**config.mk**
```make
export PLATFORM = sky130hd
export DESIGN_NAME = lrsc_adapter
export DESIGN_NICKNAME = d
export VERILOG_FILES = /design/src/axi_chan_pkg.sv /design/src/lrsc_pkg.sv /design/src/lrsc_adapter.sv /design/src/resp_merge.sv /design/src/write_path.sv /design/src/read_path.sv /design/src/res_table.sv /design/src/sync_fifo.sv
export VERILOG_INCLUDE_DIRS = /design/src /design/src/src
export SDC_FILE = /design/constraint.sdc
export NUM_CORES = 1
export LEC_CHECK = 0
export ABC_AREA = 1
export BUFFER_PORTS_ARGS = -buffer_cell sky130_fd_sc_hd__buf_2
export CAP_MARGIN = 0
export CORE_ASPECT_RATIO = 0.7
export CORE_MARGIN = 2
export CORE_UTILIZATION = 50
export DETAILED_ROUTE_END_ITERATION = 6
export PLACE_DENSITY_LB_ADDON = 0.25
export SYNTH_ARGS = -nofsm -noshare
export SYNTH_HDL_FRONTEND = slang
export SYNTH_SLANG_ARGS = --single-unit
```
**constraint.sdc**
```tcl
create_clock -name clk_i -period 5.49 [get_ports clk_i]
set_input_delay 0.549 -clock clk_i [delete_from_list [all_inputs] [get_ports clk_i]]
set_output_delay 0.549 -clock clk_i [all_outputs]
set_load 0.02 [all_outputs]
```
**src/lrsc_settings.svh**
```systemverilog
`ifndef LRSC_SETTINGS_SVH
`define LRSC_SETTINGS_SVH

// Bus widths
`define LRSC_ADDR_WIDTH 16
`define LRSC_DATA_WIDTH 32
`define LRSC_ID_WIDTH 2

// Closed byte-address range where exclusive accesses are honoured
`define LRSC_EXCL_BEGIN 16'h1000
`define LRSC_EXCL_END 16'h1FFF

// Depth of the read-flag and B-command FIFOs
`define LRSC_MAX_TXNS 4

`endif
```
**src/axi_chan_pkg.sv**
```systemverilog
`include "lrsc_settings.svh"

package axi_chan_pkg;

    localparam int unsigned STRB_WIDTH = `LRSC_DATA_WIDTH / 8;

    typedef logic [`LRSC_ADDR_WIDTH-1:0] addr_t;
    typedef logic [`LRSC_DATA_WIDTH-1:0] data_t;
    typedef logic [`LRSC_ID_WIDTH-1:0]   id_t;
    typedef logic [STRB_WIDTH-1:0]       strb_t;

    // Response encoding as on the bus
    typedef enum logic [1:0] {
        OKAY   = 2'b00,
        EXOKAY = 2'b01,
        SLVERR = 2'b10,
        DECERR = 2'b11
    } resp_e;

    typedef struct packed {
        addr_t addr;
        id_t   id;
        logic  lock;
    } ar_chan_t;

    typedef struct packed {
        addr_t addr;
        id_t   id;
        logic  lock;
    } aw_chan_t;

    typedef struct packed {
        data_t data;
        strb_t strb;
    } w_chan_t;

    typedef struct packed {
        data_t data;
        id_t   id;
        resp_e resp;
    } r_chan_t;

    typedef struct packed {
        id_t   id;
        resp_e resp;
    } b_chan_t;

endpackage

```
**src/lrsc_pkg.sv**
```systemverilog
`include "lrsc_settings.svh"

package lrsc_pkg;

    import axi_chan_pkg::*;

    // Reservations are tracked per word
    typedef logic [$bits(addr_t)-1:2] word_addr_t;

    typedef enum logic [1:0] {
        B_REGULAR,
        B_EXCLUSIVE,
        B_INJECT
    } b_cmd_e;

    // One entry per accepted write, popped when its B leaves
    typedef struct packed {
        b_cmd_e cmd;
        id_t    id;
    } b_entry_t;

    function automatic logic in_excl_range(addr_t addr);
        return (addr >= addr_t'(`LRSC_EXCL_BEGIN)) && (addr <= addr_t'(`LRSC_EXCL_END));
    endfunction

    function automatic word_addr_t to_word_addr(addr_t addr);
        return addr[$bits(addr_t)-1:2];
    endfunction

    // Error responses are never touched
    function automatic resp_e upgrade_resp(resp_e resp, logic excl);
        return (excl && (resp == OKAY)) ? EXOKAY : resp;
    endfunction

endpackage

```
**src/lrsc_adapter.sv**
```systemverilog
`timescale 1ns/1ns

module lrsc_adapter
    import axi_chan_pkg::*;
    import lrsc_pkg::*;
(
    input  logic     clk_i,
    input  logic     rst_ni,
    // Upstream master side
    input  ar_chan_t slv_ar_i,
    input  logic     slv_ar_valid_i,
    output logic     slv_ar_ready_o,
    input  aw_chan_t slv_aw_i,
    input  logic     slv_aw_valid_i,
    output logic     slv_aw_ready_o,
    input  w_chan_t  slv_w_i,
    input  logic     slv_w_valid_i,
    output logic     slv_w_ready_o,
    output r_chan_t  slv_r_o,
    output logic     slv_r_valid_o,
    input  logic     slv_r_ready_i,
    output b_chan_t  slv_b_o,
    output logic     slv_b_valid_o,
    input  logic     slv_b_ready_i,
    // Memory slave side
    output ar_chan_t mst_ar_o,
    output logic     mst_ar_valid_o,
    input  logic     mst_ar_ready_i,
    output aw_chan_t mst_aw_o,
    output logic     mst_aw_valid_o,
    input  logic     mst_aw_ready_i,
    output w_chan_t  mst_w_o,
    output logic     mst_w_valid_o,
    input  logic     mst_w_ready_i,
    input  r_chan_t  mst_r_i,
    input  logic     mst_r_valid_i,
    output logic     mst_r_ready_o,
    input  b_chan_t  mst_b_i,
    input  logic     mst_b_valid_i,
    output logic     mst_b_ready_o
);

    logic       res_set;
    id_t        res_set_id;
    word_addr_t res_set_addr;
    logic       res_wr;
    id_t        res_wr_id;
    word_addr_t res_wr_addr;
    logic       res_match;
    logic       b_push;
    b_entry_t   b_entry;
    logic       b_full;

    res_table i_res_table (
        .clk_i      (clk_i),
        .rst_ni     (rst_ni),
        .set_i      (res_set),
        .set_id_i   (res_set_id),
        .set_addr_i (res_set_addr),
        .wr_i       (res_wr),
        .wr_id_i    (res_wr_id),
        .wr_addr_i  (res_wr_addr),
        .wr_match_o (res_match)
    );

    read_path i_read_path (
        .clk_i          (clk_i),
        .rst_ni         (rst_ni),
        .slv_ar_i       (slv_ar_i),
        .slv_ar_valid_i (slv_ar_valid_i),
        .slv_ar_ready_o (slv_ar_ready_o),
        .mst_ar_o       (mst_ar_o),
        .mst_ar_valid_o (mst_ar_valid_o),
        .mst_ar_ready_i (mst_ar_ready_i),
        .mst_r_i        (mst_r_i),
        .mst_r_valid_i  (mst_r_valid_i),
        .mst_r_ready_o  (mst_r_ready_o),
        .slv_r_o        (slv_r_o),
        .slv_r_valid_o  (slv_r_valid_o),
        .slv_r_ready_i  (slv_r_ready_i),
        .res_set_o      (res_set),
        .res_set_id_o   (res_set_id),
        .res_set_addr_o (res_set_addr)
    );

    write_path i_write_path (
        .clk_i          (clk_i),
        .rst_ni         (rst_ni),
        .slv_aw_i       (slv_aw_i),
        .slv_aw_valid_i (slv_aw_valid_i),
        .slv_aw_ready_o (slv_aw_ready_o),
        .slv_w_i        (slv_w_i),
        .slv_w_valid_i  (slv_w_valid_i),
        .slv_w_ready_o  (slv_w_ready_o),
        .mst_aw_o       (mst_aw_o),
        .mst_aw_valid_o (mst_aw_valid_o),
        .mst_aw_ready_i (mst_aw_ready_i),
        .mst_w_o        (mst_w_o),
        .mst_w_valid_o  (mst_w_valid_o),
        .mst_w_ready_i  (mst_w_ready_i),
        .res_wr_o       (res_wr),
        .res_wr_id_o    (res_wr_id),
        .res_wr_addr_o  (res_wr_addr),
        .res_match_i    (res_match),
        .b_push_o       (b_push),
        .b_entry_o      (b_entry),
        .b_full_i       (b_full)
    );

    resp_merge i_resp_merge (
        .clk_i         (clk_i),
        .rst_ni        (rst_ni),
        .b_push_i      (b_push),
        .b_entry_i     (b_entry),
        .b_full_o      (b_full),
        .mst_b_i       (mst_b_i),
        .mst_b_valid_i (mst_b_valid_i),
        .mst_b_ready_o (mst_b_ready_o),
        .slv_b_o       (slv_b_o),
        .slv_b_valid_o (slv_b_valid_o),
        .slv_b_ready_i (slv_b_ready_i)
    );

endmodule

```
**src/resp_merge.sv**
```systemverilog
`timescale 1ns/1ns
`include "lrsc_settings.svh"

module resp_merge
    import axi_chan_pkg::*;
    import lrsc_pkg::*;
(
    input  logic     clk_i,
    input  logic     rst_ni,
    input  logic     b_push_i,
    input  b_entry_t b_entry_i,
    output logic     b_full_o,
    input  b_chan_t  mst_b_i,
    input  logic     mst_b_valid_i,
    output logic     mst_b_ready_o,
    output b_chan_t  slv_b_o,
    output logic     slv_b_valid_o,
    input  logic     slv_b_ready_i
);

    b_entry_t head;
    logic     fifo_empty;
    logic     inject;
    logic     fwd;
    logic     pop;

    sync_fifo #(
        .DEPTH  (`LRSC_MAX_TXNS),
        .elem_t (b_entry_t)
    ) i_b_cmds (
        .clk_i   (clk_i),
        .rst_ni  (rst_ni),
        .push_i  (b_push_i),
        .data_i  (b_entry_i),
        .full_o  (b_full_o),
        .pop_i   (pop),
        .data_o  (head),
        .empty_o (fifo_empty)
    );

    // Head decides whose turn it is, which keeps acceptance order
    assign inject = !fifo_empty && (head.cmd == B_INJECT);
    assign fwd    = !fifo_empty && (head.cmd != B_INJECT);

    assign slv_b_valid_o = inject || (fwd && mst_b_valid_i);
    assign mst_b_ready_o = fwd && slv_b_ready_i;
    assign pop           = slv_b_valid_o && slv_b_ready_i;

    always_comb begin
        if (inject) begin
            slv_b_o.id   = head.id;
            slv_b_o.resp = OKAY;
        end else begin
            slv_b_o.id   = mst_b_i.id;
            slv_b_o.resp = upgrade_resp(mst_b_i.resp, head.cmd == B_EXCLUSIVE);
        end
    end

    a_b_expected: assert property (@(posedge clk_i) disable iff (!rst_ni)
        mst_b_valid_i |-> !fifo_empty)
        else $error("resp_merge: B without an accepted write");

    // Slave answers in order, so its id must match the oldest forwarded write
    a_b_in_order: assert property (@(posedge clk_i) disable iff (!rst_ni)
        (fwd && mst_b_valid_i) |-> (mst_b_i.id == head.id))
        else $error("resp_merge: B id out of order");

endmodule

```
**src/write_path.sv**
```systemverilog
`timescale 1ns/1ns

module write_path
    import axi_chan_pkg::*;
    import lrsc_pkg::*;
(
    input  logic       clk_i,
    input  logic       rst_ni,
    input  aw_chan_t   slv_aw_i,
    input  logic       slv_aw_valid_i,
    output logic       slv_aw_ready_o,
    input  w_chan_t    slv_w_i,
    input  logic       slv_w_valid_i,
    output logic       slv_w_ready_o,
    output aw_chan_t   mst_aw_o,
    output logic       mst_aw_valid_o,
    input  logic       mst_aw_ready_i,
    output w_chan_t    mst_w_o,
    output logic       mst_w_valid_o,
    input  logic       mst_w_ready_i,
    output logic       res_wr_o,
    output id_t        res_wr_id_o,
    output word_addr_t res_wr_addr_o,
    input  logic       res_match_i,
    output logic       b_push_o,
    output b_entry_t   b_entry_o,
    input  logic       b_full_i
);

    logic both_valid;
    logic in_range;
    logic excl;
    logic drop;
    logic fwd_ready;
    logic accept;

    assign both_valid = slv_aw_valid_i && slv_w_valid_i;
    assign in_range   = in_excl_range(slv_aw_i.addr);
    assign excl       = slv_aw_i.lock && in_range;
    // SC without a live reservation never reaches memory
    assign drop       = excl && !res_match_i;
    assign fwd_ready  = mst_aw_ready_i && mst_w_ready_i;

    always_comb begin
        mst_aw_o      = slv_aw_i;
        mst_aw_o.lock = 1'b0;
    end
    assign mst_w_o = slv_w_i;

    assign mst_aw_valid_o = both_valid && !drop && !b_full_i;
    assign mst_w_valid_o  = mst_aw_valid_o;

    // AW and W are only ever taken together
    assign accept         = both_valid && !b_full_i && (drop || fwd_ready);
    assign slv_aw_ready_o = accept;
    assign slv_w_ready_o  = accept;

    assign res_wr_o      = accept && in_range;
    assign res_wr_id_o   = slv_aw_i.id;
    assign res_wr_addr_o = to_word_addr(slv_aw_i.addr);

    assign b_push_o     = accept;
    assign b_entry_o.id = slv_aw_i.id;

    always_comb begin
        if (drop) begin
            b_entry_o.cmd = B_INJECT;
        end else if (excl) begin
            b_entry_o.cmd = B_EXCLUSIVE;
        end else begin
            b_entry_o.cmd = B_REGULAR;
        end
    end

    a_readies_agree: assert property (@(posedge clk_i) disable iff (!rst_ni)
        mst_aw_valid_o |-> (mst_aw_ready_i == mst_w_ready_i))
        else $error("write_path: slave AW and W readies differ");

endmodule

```
**src/read_path.sv**
```systemverilog
`timescale 1ns/1ns
`include "lrsc_settings.svh"

module read_path
    import axi_chan_pkg::*;
    import lrsc_pkg::*;
(
    input  logic       clk_i,
    input  logic       rst_ni,
    input  ar_chan_t   slv_ar_i,
    input  logic       slv_ar_valid_i,
    output logic       slv_ar_ready_o,
    output ar_chan_t   mst_ar_o,
    output logic       mst_ar_valid_o,
    input  logic       mst_ar_ready_i,
    input  r_chan_t    mst_r_i,
    input  logic       mst_r_valid_i,
    output logic       mst_r_ready_o,
    output r_chan_t    slv_r_o,
    output logic       slv_r_valid_o,
    input  logic       slv_r_ready_i,
    output logic       res_set_o,
    output id_t        res_set_id_o,
    output word_addr_t res_set_addr_o
);

    logic ar_excl;
    logic ar_hs;
    logic r_hs;
    logic flag_full;
    logic flag_empty;
    logic flag_head;

    // Slave never sees a locked access
    always_comb begin
        mst_ar_o      = slv_ar_i;
        mst_ar_o.lock = 1'b0;
    end

    assign ar_excl        = slv_ar_i.lock && in_excl_range(slv_ar_i.addr);
    assign mst_ar_valid_o = slv_ar_valid_i && !flag_full;
    assign slv_ar_ready_o = mst_ar_ready_i && !flag_full;
    assign ar_hs          = slv_ar_valid_i && slv_ar_ready_o;

    assign res_set_o      = ar_hs && ar_excl;
    assign res_set_id_o   = slv_ar_i.id;
    assign res_set_addr_o = to_word_addr(slv_ar_i.addr);

    // One flag per outstanding read, reads complete in order
    sync_fifo #(
        .DEPTH  (`LRSC_MAX_TXNS),
        .elem_t (logic)
    ) i_excl_flags (
        .clk_i   (clk_i),
        .rst_ni  (rst_ni),
        .push_i  (ar_hs),
        .data_i  (ar_excl),
        .full_o  (flag_full),
        .pop_i   (r_hs),
        .data_o  (flag_head),
        .empty_o (flag_empty)
    );

    assign slv_r_valid_o = mst_r_valid_i;
    assign mst_r_ready_o = slv_r_ready_i;
    assign r_hs          = mst_r_valid_i && slv_r_ready_i;

    always_comb begin
        slv_r_o      = mst_r_i;
        slv_r_o.resp = upgrade_resp(mst_r_i.resp, flag_head);
    end

    a_r_has_flag: assert property (@(posedge clk_i) disable iff (!rst_ni)
        mst_r_valid_i |-> !flag_empty)
        else $error("read_path: R without outstanding AR");

endmodule

```
**src/res_table.sv**
```systemverilog
`timescale 1ns/1ns

module res_table
    import axi_chan_pkg::*;
    import lrsc_pkg::*;
(
    input  logic       clk_i,
    input  logic       rst_ni,
    input  logic       set_i,
    input  id_t        set_id_i,
    input  word_addr_t set_addr_i,
    input  logic       wr_i,
    input  id_t        wr_id_i,
    input  word_addr_t wr_addr_i,
    output logic       wr_match_o
);

    localparam int unsigned NUM_IDS = 2 ** $bits(id_t);

    logic [NUM_IDS-1:0] valid_q;
    word_addr_t         addr_q [NUM_IDS];

    // Looks at the entry as it stands before this cycle's clear
    assign wr_match_o = valid_q[wr_id_i] && (addr_q[wr_id_i] == wr_addr_i);

    always_ff @(posedge clk_i or negedge rst_ni) begin
        if (!rst_ni) begin
            valid_q <= '0;
        end else begin
            // Any write to the word kills every reservation on it
            for (int i = 0; i < NUM_IDS; i++) begin
                if (wr_i && (addr_q[i] == wr_addr_i)) begin
                    valid_q[i] <= 1'b0;
                end
            end
            // A new reservation overrides a clear in the same cycle
            if (set_i) begin
                valid_q[set_id_i] <= 1'b1;
            end
        end
    end

    always_ff @(posedge clk_i) begin
        if (set_i) begin
            addr_q[set_id_i] <= set_addr_i;
        end
    end

endmodule

```
**src/sync_fifo.sv**
```systemverilog
`timescale 1ns/1ns

module sync_fifo #(
    parameter int unsigned DEPTH = 4,
    parameter type elem_t = logic
) (
    input  logic  clk_i,
    input  logic  rst_ni,
    input  logic  push_i,
    input  elem_t data_i,
    output logic  full_o,
    input  logic  pop_i,
    output elem_t data_o,
    output logic  empty_o
);

    localparam int unsigned PTR_WIDTH = (DEPTH > 1) ? $clog2(DEPTH) : 1;
    localparam int unsigned CNT_WIDTH = $clog2(DEPTH + 1);

    typedef logic [PTR_WIDTH-1:0] ptr_t;

    elem_t                mem_q [DEPTH];
    ptr_t                 wr_ptr_q;
    ptr_t                 rd_ptr_q;
    logic [CNT_WIDTH-1:0] count_q;

    function automatic ptr_t next_ptr(ptr_t ptr);
        return (ptr == ptr_t'(DEPTH - 1)) ? '0 : ptr + ptr_t'(1);
    endfunction

    assign full_o  = (count_q == CNT_WIDTH'(DEPTH));
    assign empty_o = (count_q == '0);
    // Head is visible without a pop
    assign data_o  = mem_q[rd_ptr_q];

    always_ff @(posedge clk_i or negedge rst_ni) begin
        if (!rst_ni) begin
            wr_ptr_q <= '0;
            rd_ptr_q <= '0;
            count_q  <= '0;
        end else begin
            if (push_i) begin
                wr_ptr_q <= next_ptr(wr_ptr_q);
            end
            if (pop_i) begin
                rd_ptr_q <= next_ptr(rd_ptr_q);
            end
            if (push_i && !pop_i) begin
                count_q <= count_q + CNT_WIDTH'(1);
            end else if (pop_i && !push_i) begin
                count_q <= count_q - CNT_WIDTH'(1);
            end
        end
    end

    always_ff @(posedge clk_i) begin
        if (push_i) begin
            mem_q[wr_ptr_q] <= data_i;
        end
    end

    a_no_push_full: assert property (@(posedge clk_i) disable iff (!rst_ni)
        push_i |-> !full_o)
        else $error("sync_fifo: push while full");

    a_no_pop_empty: assert property (@(posedge clk_i) disable iff (!rst_ni)
        pop_i |-> !empty_o)
        else $error("sync_fifo: pop while empty");

endmodule

```
# Word level (Yosys, flattened, before mapping)
# Memories as Yosys holds them, arrays and structs flattened.
# Cells that the tools add are included.
dict set report word_totals {
  ff_bits 18
  ramBits 76
  in_bits 126
  output_inout_bits 124
  elab_cells 118
  n_memories 3
}
# name depth word_bits rd rd_clocked_by_memory_dff wr line_no
set mem_list {}
lappend mem_list {i_res_table.addr_q 4 14 5 0 1 res_table.sv:21} ;# word_addr_t addr_q [NUM_IDS];
lappend mem_list {i_resp_merge.i_b_cmds.mem_q 4 4 1 0 1 sync_fifo.sv:22} ;# elem_t mem_q [DEPTH];
lappend mem_list {i_read_path.i_excl_flags.mem_q 4 1 1 0 1 sync_fifo.sv:22}
dict set report classes {
  addsub 8
  magnitude_cmp 7
  eq_ne 14
  muxes 28
  n_bitwise 1
  reduce_logical 50
}
# cell count
set ops {}
lappend ops {{14-bit == test} 5}
lappend ops {{1-bit logical AND} 34}
lappend ops {{16-bit by 13-bit greater-or-equal comparator with 1-bit output, second input constant} 2}
lappend ops {{16-bit by 13-bit <= comparator with 1-bit output, second input constant} 2}
lappend ops {{2-bit 2-to-1 mux} 7}
lappend ops {{1-bit 2-to-1 mux} 13}
lappend ops {{3-bit 2-to-1 mux} 4}
lappend ops {{2-bit == test, second input constant} 5}
lappend ops {{1-bit logical NOT} 9}
lappend ops {{2-bit by 1-bit adder with 2-bit output, second input constant} 4}
lappend ops {{4-bit 2-to-1 mux} 2}
lappend ops {{3-bit by 1-bit adder with 3-bit output, second input constant} 2}
lappend ops {{3-bit == test, second input constant} 2}
lappend ops {{2-bit by 3-bit < comparator with 1-bit output, second input constant} 2}
lappend ops {{3-bit by 1-bit subtractor with 3-bit output, second input constant} 2}
lappend ops {{2-bit logical NOT} 2}
lappend ops {{4-bit bitwise OR} 1}
lappend ops {{2-bit nonzero test} 2}
lappend ops {{3-bit logical NOT} 1}
lappend ops {{1-bit binary-select mux with 2-bit select} 1}
lappend ops {{1-bit demux with 2-bit select} 1}
lappend ops {{2-bit by 1-bit == test with 1-bit output, second input constant} 1}
lappend ops {{2-bit by 1-bit greater-or-equal comparator with 1-bit output, second input constant} 1}
lappend ops {{1-bit logical OR} 2}
lappend ops {{2-bit inequality test, second input constant} 1}

# Longest topological paths before layout
# Gate-level depths: netlist (run 1).
dict set report logic_depth {
  word_depth 12
  mapped_depth 21
  ltp_nobuf 20
}

# By module
# A second synthesis (run 1) with hierarchy kept.
dict set report unflattened {
  cells_unflattened 780
  area_unflattened_um2 6515.0
}
# module instances cells_each area_each_um2 seq_area_each_um2
set by_module_without_submodules {}
lappend by_module_without_submodules {res_table 1 409 3459.6 1781.7}
lappend by_module_without_submodules {{sync_fifo (i_resp_merge.i_b_cmds)} 1 98 1059.8 655.6}
lappend by_module_without_submodules {write_path 1 95 675.6 0.0}
lappend by_module_without_submodules {read_path 1 90 616.8 0.0}
lappend by_module_without_submodules {{sync_fifo (i_read_path.i_excl_flags)} 1 64 589.3 295.3}
lappend by_module_without_submodules {resp_merge 1 24 113.9 0.0}

# Worst setup path before layout (run 1)
# OpenSTA, ideal clock, no wires.
dict set report synth_path {
  path_type {in2reg}
  startpoint {in slv_ar_valid_i}
  endpoint {mem i_res_table.addr_q[0][0] in the netlist's numbering, enable pin}
  setup_time_ns 0.405
  arrival_time_ns 2.380
  required_time_ns 5.085
  setup_slack_ns 2.705
  stages 6
  path_buffers 0
  path_cell_list {inv_1 nor2_1 nand2_1 nor2_1 inv_1 nor3_1}
}
dict set report synth_via {
  elab_chain_len 4
}
# element line_no
set synth_lines {}
lappend synth_lines {{start: declaration} lrsc_adapter.sv:11} ;# input logic slv_ar_valid_i,
lappend synth_lines {{1-bit logical AND} read_path.sv:43} ;# assign ar_hs = slv_ar_valid_i && slv_ar_ready_o;
lappend synth_lines {{1-bit logical AND} read_path.sv:45} ;# assign res_set_o = ar_hs && ar_excl;
lappend synth_lines {{1-bit 2-to-1 mux} res_table.sv:44} ;# if (set_i) begin
lappend synth_lines {{1-bit 2-to-1 mux (implied by the code)} res_table.sv:45} ;# addr_q[set_id_i] <= set_addr_i;
lappend synth_lines {{end: declaration} res_table.sv:21}
# Every way passes these cells.

# Worst setup path after layout (run 1)
dict set report layout_path {
  startpoint {in slv_aw_i[1] in the netlist's numbering}
  endpoint {reg i_resp_merge.i_b_cmds.count_q[1]}
}
dict set report layout_via {
  elab_chain_len 10
  word_cells_on_any_way 14
  classes_between {1 x eq/ne; 3 x mux; 9 x reduce/logical; 1 x memory}
}
# element line_no
set layout_lines {}
lappend layout_lines {{start: declaration} lrsc_adapter.sv:13} ;# input aw_chan_t slv_aw_i,
lappend layout_lines {{memory 4 x 14 bit / 1-bit binary-select mux with 2-bit select (equally long branches)} -}
lappend layout_lines {{14-bit == test / 1-bit 2-to-1 mux (equally long branches)} res_table.sv:24} ;# assign wr_match_o = valid_q[wr_id_i] && (addr_q[wr_id_i] == wr_addr_i);
lappend layout_lines {{1-bit logical AND *} res_table.sv:24}
lappend layout_lines {{1-bit logical NOT *} write_path.sv:41} ;# assign drop = excl && !res_match_i;
lappend layout_lines {{1-bit logical AND *} write_path.sv:41}
lappend layout_lines {{1-bit logical OR *} write_path.sv:54} ;# assign accept = both_valid && !b_full_i && (drop || fwd_ready);
lappend layout_lines {{1-bit logical AND *} write_path.sv:54}
lappend layout_lines {{1-bit logical NOT} sync_fifo.sv:50} ;# end else if (pop_i && !push_i) begin
lappend layout_lines {{1-bit logical AND} sync_fifo.sv:50}
lappend layout_lines {{2-bit nonzero test (no line)} -}
lappend layout_lines {{end signal: assignment} sync_fifo.sv:49} ;# count_q <= count_q + CNT_WIDTH'(1);
lappend layout_lines {{end signal: assignment} sync_fifo.sv:51} ;# count_q <= count_q - CNT_WIDTH'(1);
lappend layout_lines {{end: declaration} sync_fifo.sv:25} ;# logic [CNT_WIDTH-1:0] count_q;
# Every way passes the cells marked *; elsewhere a longest branch is shown, timed or not. The select of a mux whose other input is x is not followed.
# A chain may end at the register's enable or synchronous reset.

==> impl_metrics.json, run 1 <==
{
  "yosys.area.top_type_share": 0.381,
  "crit_path_end_kind": "flop",
  "hold_class": "input pin to async pin",
  "drtIter0Drc": 393,
  "synthTopCellsByArea": "edfxtp_1 (38%), buf_4 (14%), nand2_1 (9.1%)",
  "seq_area_frac_synth": 0.456,
  "critPathRequiredTime_ns": 5.73,
  "place.gp.congestion": 0.885,
  "slew_headroom": 0.544,
  "wirelength_um": 14400,
  "regArea_um2": 2730,
  "slowest_stage": "buf_2",
  "final_cell_mix": "nand2_1 (146), buf_2 (99), edfxtp_1 (76)",
  "fin_crit_sh": 0.637,
  "dieArea_um2": 12900,
  "fin_skew_ns": 0.00792,
  "avgRoutedWirePerCell_um": 17.7,
  "timing.rr.start": "i_resp_merge.i_b_cmds.rd_ptr_q[0]",
  "antenna_cells": 0,
  "grt.busiest_layer": "met2",
  "slew_viol_final": 0,
  "yosysTopAreaCell": "edfxtp_1",
  "die_y_um": 95.6,
  "multiInputGateArea_um2": 2090,
  "cp_cell_sequence": "buf_2, inv_2, nand2_1, nand3_1, nand3_1, nand2_1, nor2_1, nand2_1, nor2_1, nand2_1, nand2_2, nand2_2, nand2_4, inv_2, ha_1, inv_1, fa_1, mux2_2",
  "max_freq_ghz": 0.286,
  "crit_family": "simple AND/OR/NAND/NOR gates",
  "antenna_found_initial": 0,
  "area_growth_pct": 0.856,
  "cts_max_path_buffers": 2,
  "fin_total_pwr_w": 0.00199,
  "synthFlopType": "edfxtp_1",
  "peakVddDrop_uv": 195,
  "root_buffer": "clkbuf_16",
  "fin_setup_tns_ns": 0,
  "cts.sinks": 94,
  "p_leak_nw": 2.70,
  "cp-endpoint": "i_resp_merge.i_b_cmds.count_q[1]",
  "worst-path-stages": 18,
  "cts-htree-levels": 3,
  "layout_commonest_cell": "nand2_1",
  "period_minus_slack_ns": 3.50,
  "power_density_nw_per_um2": 329,
  "grt_pass1_vias": 3887,
  "drcViolationCount": 0,
  "post-cts-setup-buffers": 0,
  "rrSetupSlack_ns": 2.71,
  "hold_buffers": 0,
  "met2_usage": 0.363,
  "synth_area_um2": 6000,
  "grt_overflow": 0,
  "hold_viol": 0,
  "grt_util_all_layers": 0.223,
  "final_layout_size_suffix_gt1_frac": 0.212,
  "fillers": 1053,
  "cp-startpoint": "slv_aw_i[1]",
  "cp.arrival_ns": 3.74,
  "nNetsFinal": 790,
  "grt_max_degree": 37,
  "clock_latency_ns": 0.35,
  "postRouteAntennaNets": 0,
  "setup_viol": 0,
  "via_per_inst": 5.11,
  "r2r_cells": 10,
  "cp_slowest_stage_delay_ns": 0.53,
  "ys_ff_latch": 94,
  "grt_pass1_wl_um": 21200,
  "start_kind": "input pin",
  "maxCapViolations": 0,
  "syn_avg_cell_area_um2": 8.98,
  "rsz0062_at_grt": "no",
  "synthDistinctLibCells": 36,
  "r2r-end": "i_resp_merge.i_b_cmds.count_q[1]",
  "met1_usage": 0.280,
  "clkTransAtPathRegs_ns": 0.06,
  "syn_inst": 668,
  "start_util": 0.513,
  "vias": 4153,
  "rows": 33,
  "numCtsBuffers": 9,
  "synthArstFlopShare": 0.191,
  "core_area_um2": 11700,
  "path_max_fanout": 36,
  "hpwl_um": 11300,
  "io_buffers": 99,
  "cts_resized": 0,
  "crit_type": "input pin to flop",
  "die_x_um": 135,
  "path_buf_inv": 4,
  "design.portCount": 250,
  "crit_path_frequent_cell": "nand2_1",
  "status": "finished, final reports clean",
  "drt_first_pass_iters": 4,
  "use_met3": 0.0914,
  "tightest_slew_ns": 0.684,
  "synth_enable_flop_cells": 76,
  "yosys_warnings": 0,
  "cts_tree": "built"
}
[layout make-up]
cell class / count / share of cell area
Sequential cell: 94 / 0.452
Multi-Input combinational cell: 382 / 0.345
Timing Repair Buffer: 103 / 0.0869
Clock buffer: 10 / 0.0379
Inverter: 60 / 0.0377
Tap cell: 157 / 0.0325
Clock inverter: 6 / 0.00786
[per-layer routing]
| layer | share of wire | up-vias |
|---|---|---|
| met5 | 0 | - |
| li1 | - | 2014 |
| met2 | 0.47 | 215 |
| met1 | 0.40 | 1914 |
| met4 | 0.0087 | 0 |
| met3 | 0.12 | 10 |
[where the power goes]
part           switching [W]  total (W)  internal (W)
Clock               0.000264   0.000575      0.000311
Combinational       0.000319   0.000519      0.000199
Sequential         0.0000667   0.000899      0.000832
Total               0.000650    0.00199       0.00134
[flip-flops by register name, summed over array words and instances (netlist names)]
| register | count |
|---|---|
| i_resp_merge.i_b_cmds.mem_q | 16 |
| i_resp_merge.i_b_cmds.wr_ptr_q | 2 |
| i_res_table.valid_q | 4 |
| i_res_table.addr_q | 56 |
| i_read_path.i_excl_flags.rd_ptr_q | 2 |
| i_resp_merge.i_b_cmds.count_q | 3 |
| i_resp_merge.i_b_cmds.rd_ptr_q | 2 |
| i_read_path.i_excl_flags.mem_q | 4 |
| i_read_path.i_excl_flags.count_q | 3 |
| i_read_path.i_excl_flags.wr_ptr_q | 2 |
[how the worst min path moves through the flow]
stage / startpoint / to / slack [ns]
final: rst_ni / i_resp_merge.i_b_cmds.count_q[0] / 0.13
after global routing: rst_ni / i_resp_merge.i_b_cmds.count_q[0] / 0.16
after CTS: rst_ni / i_resp_merge.i_b_cmds.count_q[2] / 0.14
after detailed placement: i_res_table.valid_q[3] / i_res_table.valid_q[3] / 0.47
after global placement: i_res_table.valid_q[0] / i_res_table.valid_q[0] / 0.46
after floorplan: rst_ni / i_read_path.i_excl_flags.count_q[0] / 0.25
[cell usage after synthesis, types with 10 or more instances]
master    number
clkbuf_1      11
inv_1         57
dfrtp_1       18
o21ai_0       15
xnor2_1       21
nor2_1        45
nand3_1       50
ha_1          12
xor2_1        28
buf_4        115
nor3_1        10
edfxtp_1      76
nand2_1      146
[worst reg2reg max path, stage by stage, from the launching register on]
cell	delay, ns
dfrtp_1	0.51
inv_1	0.28
o21ai_0	0.14
o22ai_1	0.24
nand2_1	0.13
a21oi_1	0.18
nand2_1	0.17
ha_1	0.23
inv_1	0.10
fa_1	0.42
mux2_2	0.26
[per-stage QoR]
step / hold WS [ns] / instance area, µm² / util / setup WS [ns] / instances
detailed placement: 0.468 / 5770 / 0.494 / 1.69 / 796
finish: 0.135 / 6050 / 0.518 / 1.99 / 812
global placement: 0.459 / 5770 / 0.494 / 1.87 / 796
floorplan: 0.253 / 6000 / - / 2.70 / 669
global route: 0.163 / 6050 / 0.518 / 1.69 / 812
CTS: 0.137 / 6050 / 0.518 / 2.05 / 812
[logic make-up (layout without fill, tap and decap cells)]
family,after synthesis,after routing,synth area share
buffers and inverters,193,179,0.200
flip-flops,94,94,0.456
multiplexers,4,4,0.00751
AND/OR/NAND/NOR,277,277,0.198
adder cells (fa/ha/maj),14,14,0.0317
XOR/XNOR,49,49,0.0716
AO/OA/AOI/OAI,36,36,0.0346
other,1,2,0.000625
Note: power is estimated with default switching activity, not from simulation.
==> run 2, diff against run 1 <==
--- a/config.mk
+++ b/config.mk
@@ -6,12 +6,12 @@
 export SDC_FILE = /design/constraint.sdc
 export NUM_CORES = 1
 export LEC_CHECK = 0
-export ABC_AREA = 1
+export ABC_AREA = 0
 export BUFFER_PORTS_ARGS = -buffer_cell sky130_fd_sc_hd__buf_2
 export CAP_MARGIN = 0
 export CORE_ASPECT_RATIO = 0.7
 export CORE_MARGIN = 2
-export CORE_UTILIZATION = 50
+export CORE_UTILIZATION = 49
 export DETAILED_ROUTE_END_ITERATION = 6
 export PLACE_DENSITY_LB_ADDON = 0.25
 export SYNTH_ARGS = -nofsm -noshare
==> constraint.sdc (replaced) <==
create_clock -name clk_i -period 3.3 [get_ports clk_i]
set_input_delay 0.33 -clock clk_i [delete_from_list [all_inputs] [get_ports clk_i]]
set_output_delay 0.33 -clock clk_i [all_outputs]
set_load 0.02 [all_outputs]
==> run 2 against run 1 <==
  * Area after synthesis fell by 2.7%
  * Via count fell by 18%
  * Global-route usage fell by 0.26 points
  * First-iteration DRC count fell by 36%
  * Critical path depth fell by 8
  * Clock power rose by 77%
  * Die area fell by 0.70%
  * Sequential power rose by 68%
  * Worst setup slack got worse by 1.7 ns
  * Clock skew rose by 0.0024 ns
  * Critical endpoint unchanged
  * Largest cell class unchanged
==> impl_metrics.json, run 2 <==
{
  "yosys_warnings": 0,
  "numCtsBuffers": 9,
  "peakVddDrop_uv": 376,
  "cts.sinks": 94,
  "crit_type": "flop to flop",
  "cp.arrival_ns": 3.21,
  "root_buffer": "clkbuf_16",
  "fin_setup_tns_ns": 0,
  "cts_tree": "built",
  "synthTopCellsByArea": "edfxtp_1 (39%), buf_4 (14%), dfrtp_1 (7.7%)",
  "hold_viol": 0,
  "drcViolationCount": 0,
  "synthFlopType": "edfxtp_1",
  "grt_util_all_layers": 0.220,
  "vias": 3414,
  "clock_latency_ns": 0.35,
  "grt_pass1_wl_um": 20300,
  "power_density_nw_per_um2": 554,
  "io_buffers": 99,
  "ys_ff_latch": 94,
  "via_per_inst": 5.36,
  "final_cell_mix": "buf_2 (99), edfxtp_1 (76), xor2_1 (39)",
  "maxCapViolations": 0,
  "grt_max_degree": 24,
  "synth_enable_flop_cells": 76,
  "p_leak_nw": 2.37,
  "hpwl_um": 11500,
  "tightest_slew_ns": 0.959,
  "area_growth_pct": 2.32,
  "fin_skew_ns": 0.0103,
  "setup_viol": 0,
  "wirelength_um": 14200,
  "fin_util": 0.513,
  "largest_register_ff_count": 56,
  "postRouteAntennaNets": 0,
  "drt_first_pass_iters": 4,
  "layout_commonest_cell": "buf_2",
  "fillers": 1023,
  "period_minus_slack_ns": 2.97,
  "yosysTopAreaCell": "edfxtp_1",
  "avgRoutedWirePerCell_um": 22.3,
  "drtIter0Drc": 251,
  "core_area_um2": 11600,
  "yosys.area.top_type_share": 0.391,
  "synth_most_common_cell": "buf_4",
  "status": "finished, final reports clean",
  "grt_overflow": 0,
  "grt_pass1_vias": 3279,
  "synthDistinctLibCells": 62,
  "start_kind": "flop",
  "clkTransAtPathRegs_ns": 0.07,
  "start_util": 0.501,
  "synth_commonest_cells": "buf_4 (112), edfxtp_1 (76), xor2_1 (39)",
  "crit_path_end_kind": "flop",
  "synthArstFlopShare": 0.191,
  "seq_area_frac_synth": 0.468,
  "synth_area_um2": 5830,
  "critPathRequiredTime_ns": 3.54,
  "hold_class": "input pin to flop",
  "cts_max_path_buffers": 2,
  "final_layout_size_suffix_gt1_frac": 0.296,
  "die_y_um": 95.3,
  "design.portCount": 250,
  "path_max_fanout": 2,
  "slew_viol_final": 0,
  "nNetsFinal": 615,
  "rsz0062_at_grt": "no",
  "antenna_found_initial": 0,
  "max_freq_ghz": 0.337,
  "post-cts-setup-buffers": 0,
  "antenna_cells": 0,
  "slew_headroom": 0.360,
  "syn_inst": 486,
  "cts-htree-levels": 3,
  "cts_resized": 0,
  "hold_buffers": 1,
  "die_x_um": 134,
  "place.gp.congestion": 0.878,
  "regMostFlops": "i_res_table.addr_q",
  "syn_avg_cell_area_um2": 12.0,
  "largestRegisters": "i_res_table.addr_q: 56 flops, i_resp_merge.i_b_cmds.mem_q: 16 flops",
  "rows": 33,
  "rrSetupSlack_ns": 0.33,
  "dieArea_um2": 12800,
  "fin_crit_sh": 0.900
}
[run 2: cell count changes after synthesis, sizes merged, moves of 6 or more]
| cell | change |
|---|---|
| nand3 | -42 |
| nand4 | -6 |
| o21ai | -10 |
| and2 | +6 |
| or3 | +6 |
| and3 | +8 |
| xor2 | +11 |
| xnor2 | +10 |
| mux2i | +15 |
| nor2 | -30 |
| mux4 | +10 |
| inv | -46 |
| nand2 | -137 |
[run 2: final cells by class]
type                       instances  area, µm²  share of cell area
clock buffer                      10        229              0.0384
clock inverter                     6       61.3              0.0103
inverter                          14       52.6             0.00881
multi-input combinational        248       2130               0.357
sequential                        94       2730               0.458
tap                              157        196              0.0329
timing repair buffer             108        566              0.0948
[run 2: cells by family after synthesis]
logic type | count (synthesis) | synth area share
XOR/XNOR | 70 | 0.108
AND/OR/NAND/NOR | 89 | 0.0847
other | 1 | 0.000643
multiplexers | 34 | 0.0856
adder cells (fa/ha/maj) | 14 | 0.0326
buffers and inverters | 145 | 0.168
flip-flops | 94 | 0.468
AO/OA/AOI/OAI | 39 | 0.0526
[run 2: metal layers]
layer	global-route usage	vias up	routed length, µm
met5	0.0317	-	60
met4	0.0702	2	243
met3	0.107	19	1780
met2	0.341	178	6490
met1	0.270	1644	5650
li1	-	1571	-
[run 2: worst paths after layout]
kind / depth (start not counted) / endpoint / start
worst min-delay path: 1 / i_res_table.addr_q[0][1] / slv_ar_i[6]
worst max-delay path: 10 / i_resp_merge.i_b_cmds.count_q[1] / i_res_table.addr_q[3][12]
worst max register to register: 10 / i_resp_merge.i_b_cmds.count_q[1] / i_res_table.addr_q[3][12]
worst min register to register: 1 / i_read_path.i_excl_flags.count_q[2] / i_read_path.i_excl_flags.count_q[2]
max in group asynchronous: 2 / i_read_path.i_excl_flags.wr_ptr_q[0] / rst_ni
min in group asynchronous: 2 / i_resp_merge.i_b_cmds.count_q[1] / rst_ni
[run 2: worst max-delay path, cell delays in order (launching register included)]
cell	delay, ns
edfxtp_1	0.44
mux4_2	0.50
xnor2_1	0.14
and4b_1	0.23
o2111ai_2	0.17
o31ai_4	0.27
a21oi_2	0.11
ha_1	0.23
inv_1	0.07
fa_1	0.42
mux2_2	0.27
[run 2: where the power goes]
part | internal (W) | switching (W) | leakage [nW]
logic | 0.000364 | 0.000411 | 1.33
clock network | 0.000585 | 0.000437 | 0.134
registers | 0.00139 | 0.000122 | 0.913
[run 2: per-stage QoR]
| stage | std cells | cell area, µm² | setup WS (ns) | power, W | hold slack, ns |
|---|---|---|---|---|---|
| after floorplan | 487 | 5840 | 0.222 | 0.00223 | 0.0344 |
| after global placement | 620 | 5670 | 0.139 | 0.00227 | 0.294 |
| after detailed placement | 620 | 5670 | 0.000401 | 0.00231 | 0.292 |
| after CTS | 637 | 5970 | 0.321 | 0.00332 | 0.204 |
| after global routing | 637 | 5970 | 0.160 | 0.00348 | 0.215 |
| final | 637 | 5970 | 0.331 | 0.00330 | 0.212 |
==> run 3, diff against run 2 <==
--- a/config.mk
+++ b/config.mk
@@ -6,7 +6,7 @@
 export SDC_FILE = /design/constraint.sdc
 export NUM_CORES = 1
 export LEC_CHECK = 0
-export ABC_AREA = 0
+export ABC_AREA = 1
 export BUFFER_PORTS_ARGS = -buffer_cell sky130_fd_sc_hd__buf_2
 export CAP_MARGIN = 0
 export CORE_ASPECT_RATIO = 0.7
==> run 3 against run 2 <==
  * Sequential power about the same
  * Power increased by 2.9%
  * Critical path depth increased by 10
  * Fmax increased by 9.0%
  * Count of clock-buffer cells in the layout unchanged
  * Combinational power increased by 11%
==> impl_metrics.json, run 3 (synthesized netlist as in run 1, its figures left out) <==
{
  "setup_viol": 0,
  "max_freq_ghz": 0.367,
  "status": "finished, final reports clean",
  "final_layout_size_suffix_gt1_frac": 0.217,
  "period_minus_slack_ns": 2.72,
  "rrSetupSlack_ns": 0.61,
  "grt_util_all_layers": 0.222,
  "p_leak_nw": 2.73,
  "tightest_slew_ns": 0.598,
  "maxCapViolations": 0,
  "hold_class": "input pin to flop",
  "root_buffer": "clkbuf_16",
  "r2r-end": "i_resp_merge.i_b_cmds.count_q[1]",
  "post-cts-setup-buffers": 0,
  "cp.arrival_ns": 2.95,
  "critPathRequiredTime_ns": 3.53,
  "fillers": 1103,
  "io_buffers": 99,
  "fin_setup_tns_ns": 0,
  "drcViolationCount": 0,
  "slew_viol_final": 0,
  "hold_depth": 1,
  "cts_tree": "built",
  "numCtsBuffers": 9,
  "grt_pass1_vias": 3740,
  "cts.sinks": 94,
  "path_max_fanout": 30,
  "die_y_um": 96.6,
  "rows": 33,
  "antenna_cells": 0,
  "min-delay-start": "slv_ar_i[10]",
  "fin_cells": 817,
  "clkTransAtPathRegs_ns": 0.07,
  "dieArea_um2": 13200,
  "crit_path_end_kind": "flop",
  "start_kind": "input pin",
  "grt_pass1_wl_um": 21300,
  "crit_type": "input pin to flop",
  "start_util": 0.508,
  "avgRoutedWirePerCell_um": 18.3,
  "wirelength_um": 14900,
  "grt_max_degree": 31,
  "design.portCount": 250,
  "hpwl_um": 11800,
  "postRouteAntennaNets": 0,
  "largestRegisters": "i_res_table.addr_q: 56 flops, i_resp_merge.i_b_cmds.mem_q: 16 flops",
  "clock_latency_ns": 0.34,
  "cts_max_path_buffers": 2,
  "area_growth_pct": 1.88,
  "rsz0062_at_grt": "no",
  "fin_total_pwr_w": 0.00340,
  "cts-htree-levels": 3,
  "placed_cells_incl_taps": 800,
  "die_x_um": 136,
  "regMostFlops": "i_res_table.addr_q",
  "largest_register_ff_count": 56,
  "cts_resized": 0,
  "fin_crit_sh": 0.825,
  "slew_headroom": 0.598,
  "timing.rr.start": "i_resp_merge.i_b_cmds.rd_ptr_q[0]",
  "peakVddDrop_uv": 353,
  "fin_skew_ns": 0.0105,
  "antenna_found_initial": 0,
  "nNetsFinal": 795,
  "core_area_um2": 11800,
  "layout_commonest_cell": "nand2_1",
  "hold_viol": 0,
  "drt_first_pass_iters": 5,
  "via_per_inst": 5.04,
  "worst_hold_slack_ns": 0.217,
  "grt_overflow": 0,
  "hold-path-endpoint": "i_res_table.addr_q[1][5]",
  "vias": 4116,
  "place.gp.congestion": 0.885,
  "drtIter0Drc": 394,
  "power_density_nw_per_um2": 557,
  "r2r_cells": 10,
  "final_cell_mix": "nand2_1 (146), buf_2 (99), edfxtp_1 (76)"
}
-- run 3: cell types whose count changed in the layout (fill, tap and decap cells not counted), sizes merged, moves of 8 or more --
cell / previous run / this run
and3: 9 / 1
inv: 15 / 63
mux2i: 15 / 0
mux4: 10 / 0
nand2: 12 / 149
nand3: 8 / 50
nor2: 15 / 45
o21ai: 8 / 18
xnor2: 31 / 21
xor2: 39 / 28
-- run 3: where the power goes --
group | switching (W) | internal [W] | total, W
sequential | 0.000110 | 0.00138 | 0.00149
clock | 0.000449 | 0.000595 | 0.00104
combinational | 0.000530 | 0.000333 | 0.000863
-- run 3: routing by layer --
metal  part of all wire  wire length, µm  GRT usage
met1               0.40             6020      0.277
met4              0.016              242     0.0582
met2               0.45             6770      0.354
met5                  0                0          0
met3               0.13             1910     0.0981
-- run 3: repair_timing --
action,CTS,global route
setup endpoints to repair,0,0
hold buffers,1,0
endpoints found under the hold margin,18,0
-- run 3: final cells by class --
| class | count | area (µm²) | area share |
|---|---|---|---|
| repair buffers | 108 | 566 | 0.0926 |
| clock buffers | 10 | 229 | 0.0375 |
| inverters | 60 | 228 | 0.0373 |
| well taps | 157 | 196 | 0.0322 |
| multi-input cells | 382 | 2090 | 0.342 |
| flip-flops and latches | 94 | 2730 | 0.447 |
| clock inverters | 6 | 68.8 | 0.0113 |
-- run 3: per-stage QoR --
step / instance area [µm²] / utilization / worst slack, ns
finish: 6110 / 0.517 / 0.577
global route: 6110 / 0.517 / 0.220
CTS: 6110 / 0.517 / 0.580
detailed placement: 5800 / 0.491 / 0.233
global placement: 5800 / 0.491 / 0.276
floorplan: 6000 / - / 0.604
-- run 3: critical path, stage by stage --
cell	delay (ns)
buf_2	0.14
inv_2	0.38
nand2_1	0.10
nand3_1	0.14
nand3_1	0.12
nand2_1	0.09
nor2_1	0.04
nand2_1	0.06
nor2_1	0.05
nand2_1	0.11
nand2_2	0.07
nand2_2	0.12
nand2_4	0.09
inv_2	0.12
ha_1	0.15
inv_1	0.07
fa_1	0.37
a21oi_1	0.14
o21ai_0	0.11
xnor2_1	0.13
-- run 3: worst max-delay path by stage --
stage                                                 start                          endpoint  slack (ns)  depth (start not counted)
after floorplan           i_resp_merge.i_b_cmds.rd_ptr_q[0]  i_resp_merge.i_b_cmds.count_q[1]        0.60                         11
final                                           slv_aw_i[1]  i_resp_merge.i_b_cmds.count_q[2]        0.58                         20
after CTS                                       slv_aw_i[1]  i_resp_merge.i_b_cmds.count_q[1]        0.58                         19
after global routing                            slv_aw_i[1]  i_resp_merge.i_b_cmds.count_q[2]        0.22                         20
after detailed placement                        slv_aw_i[1]  i_resp_merge.i_b_cmds.count_q[1]        0.23                         19
after global placement                          slv_aw_i[1]  i_resp_merge.i_b_cmds.count_q[1]        0.28                         19
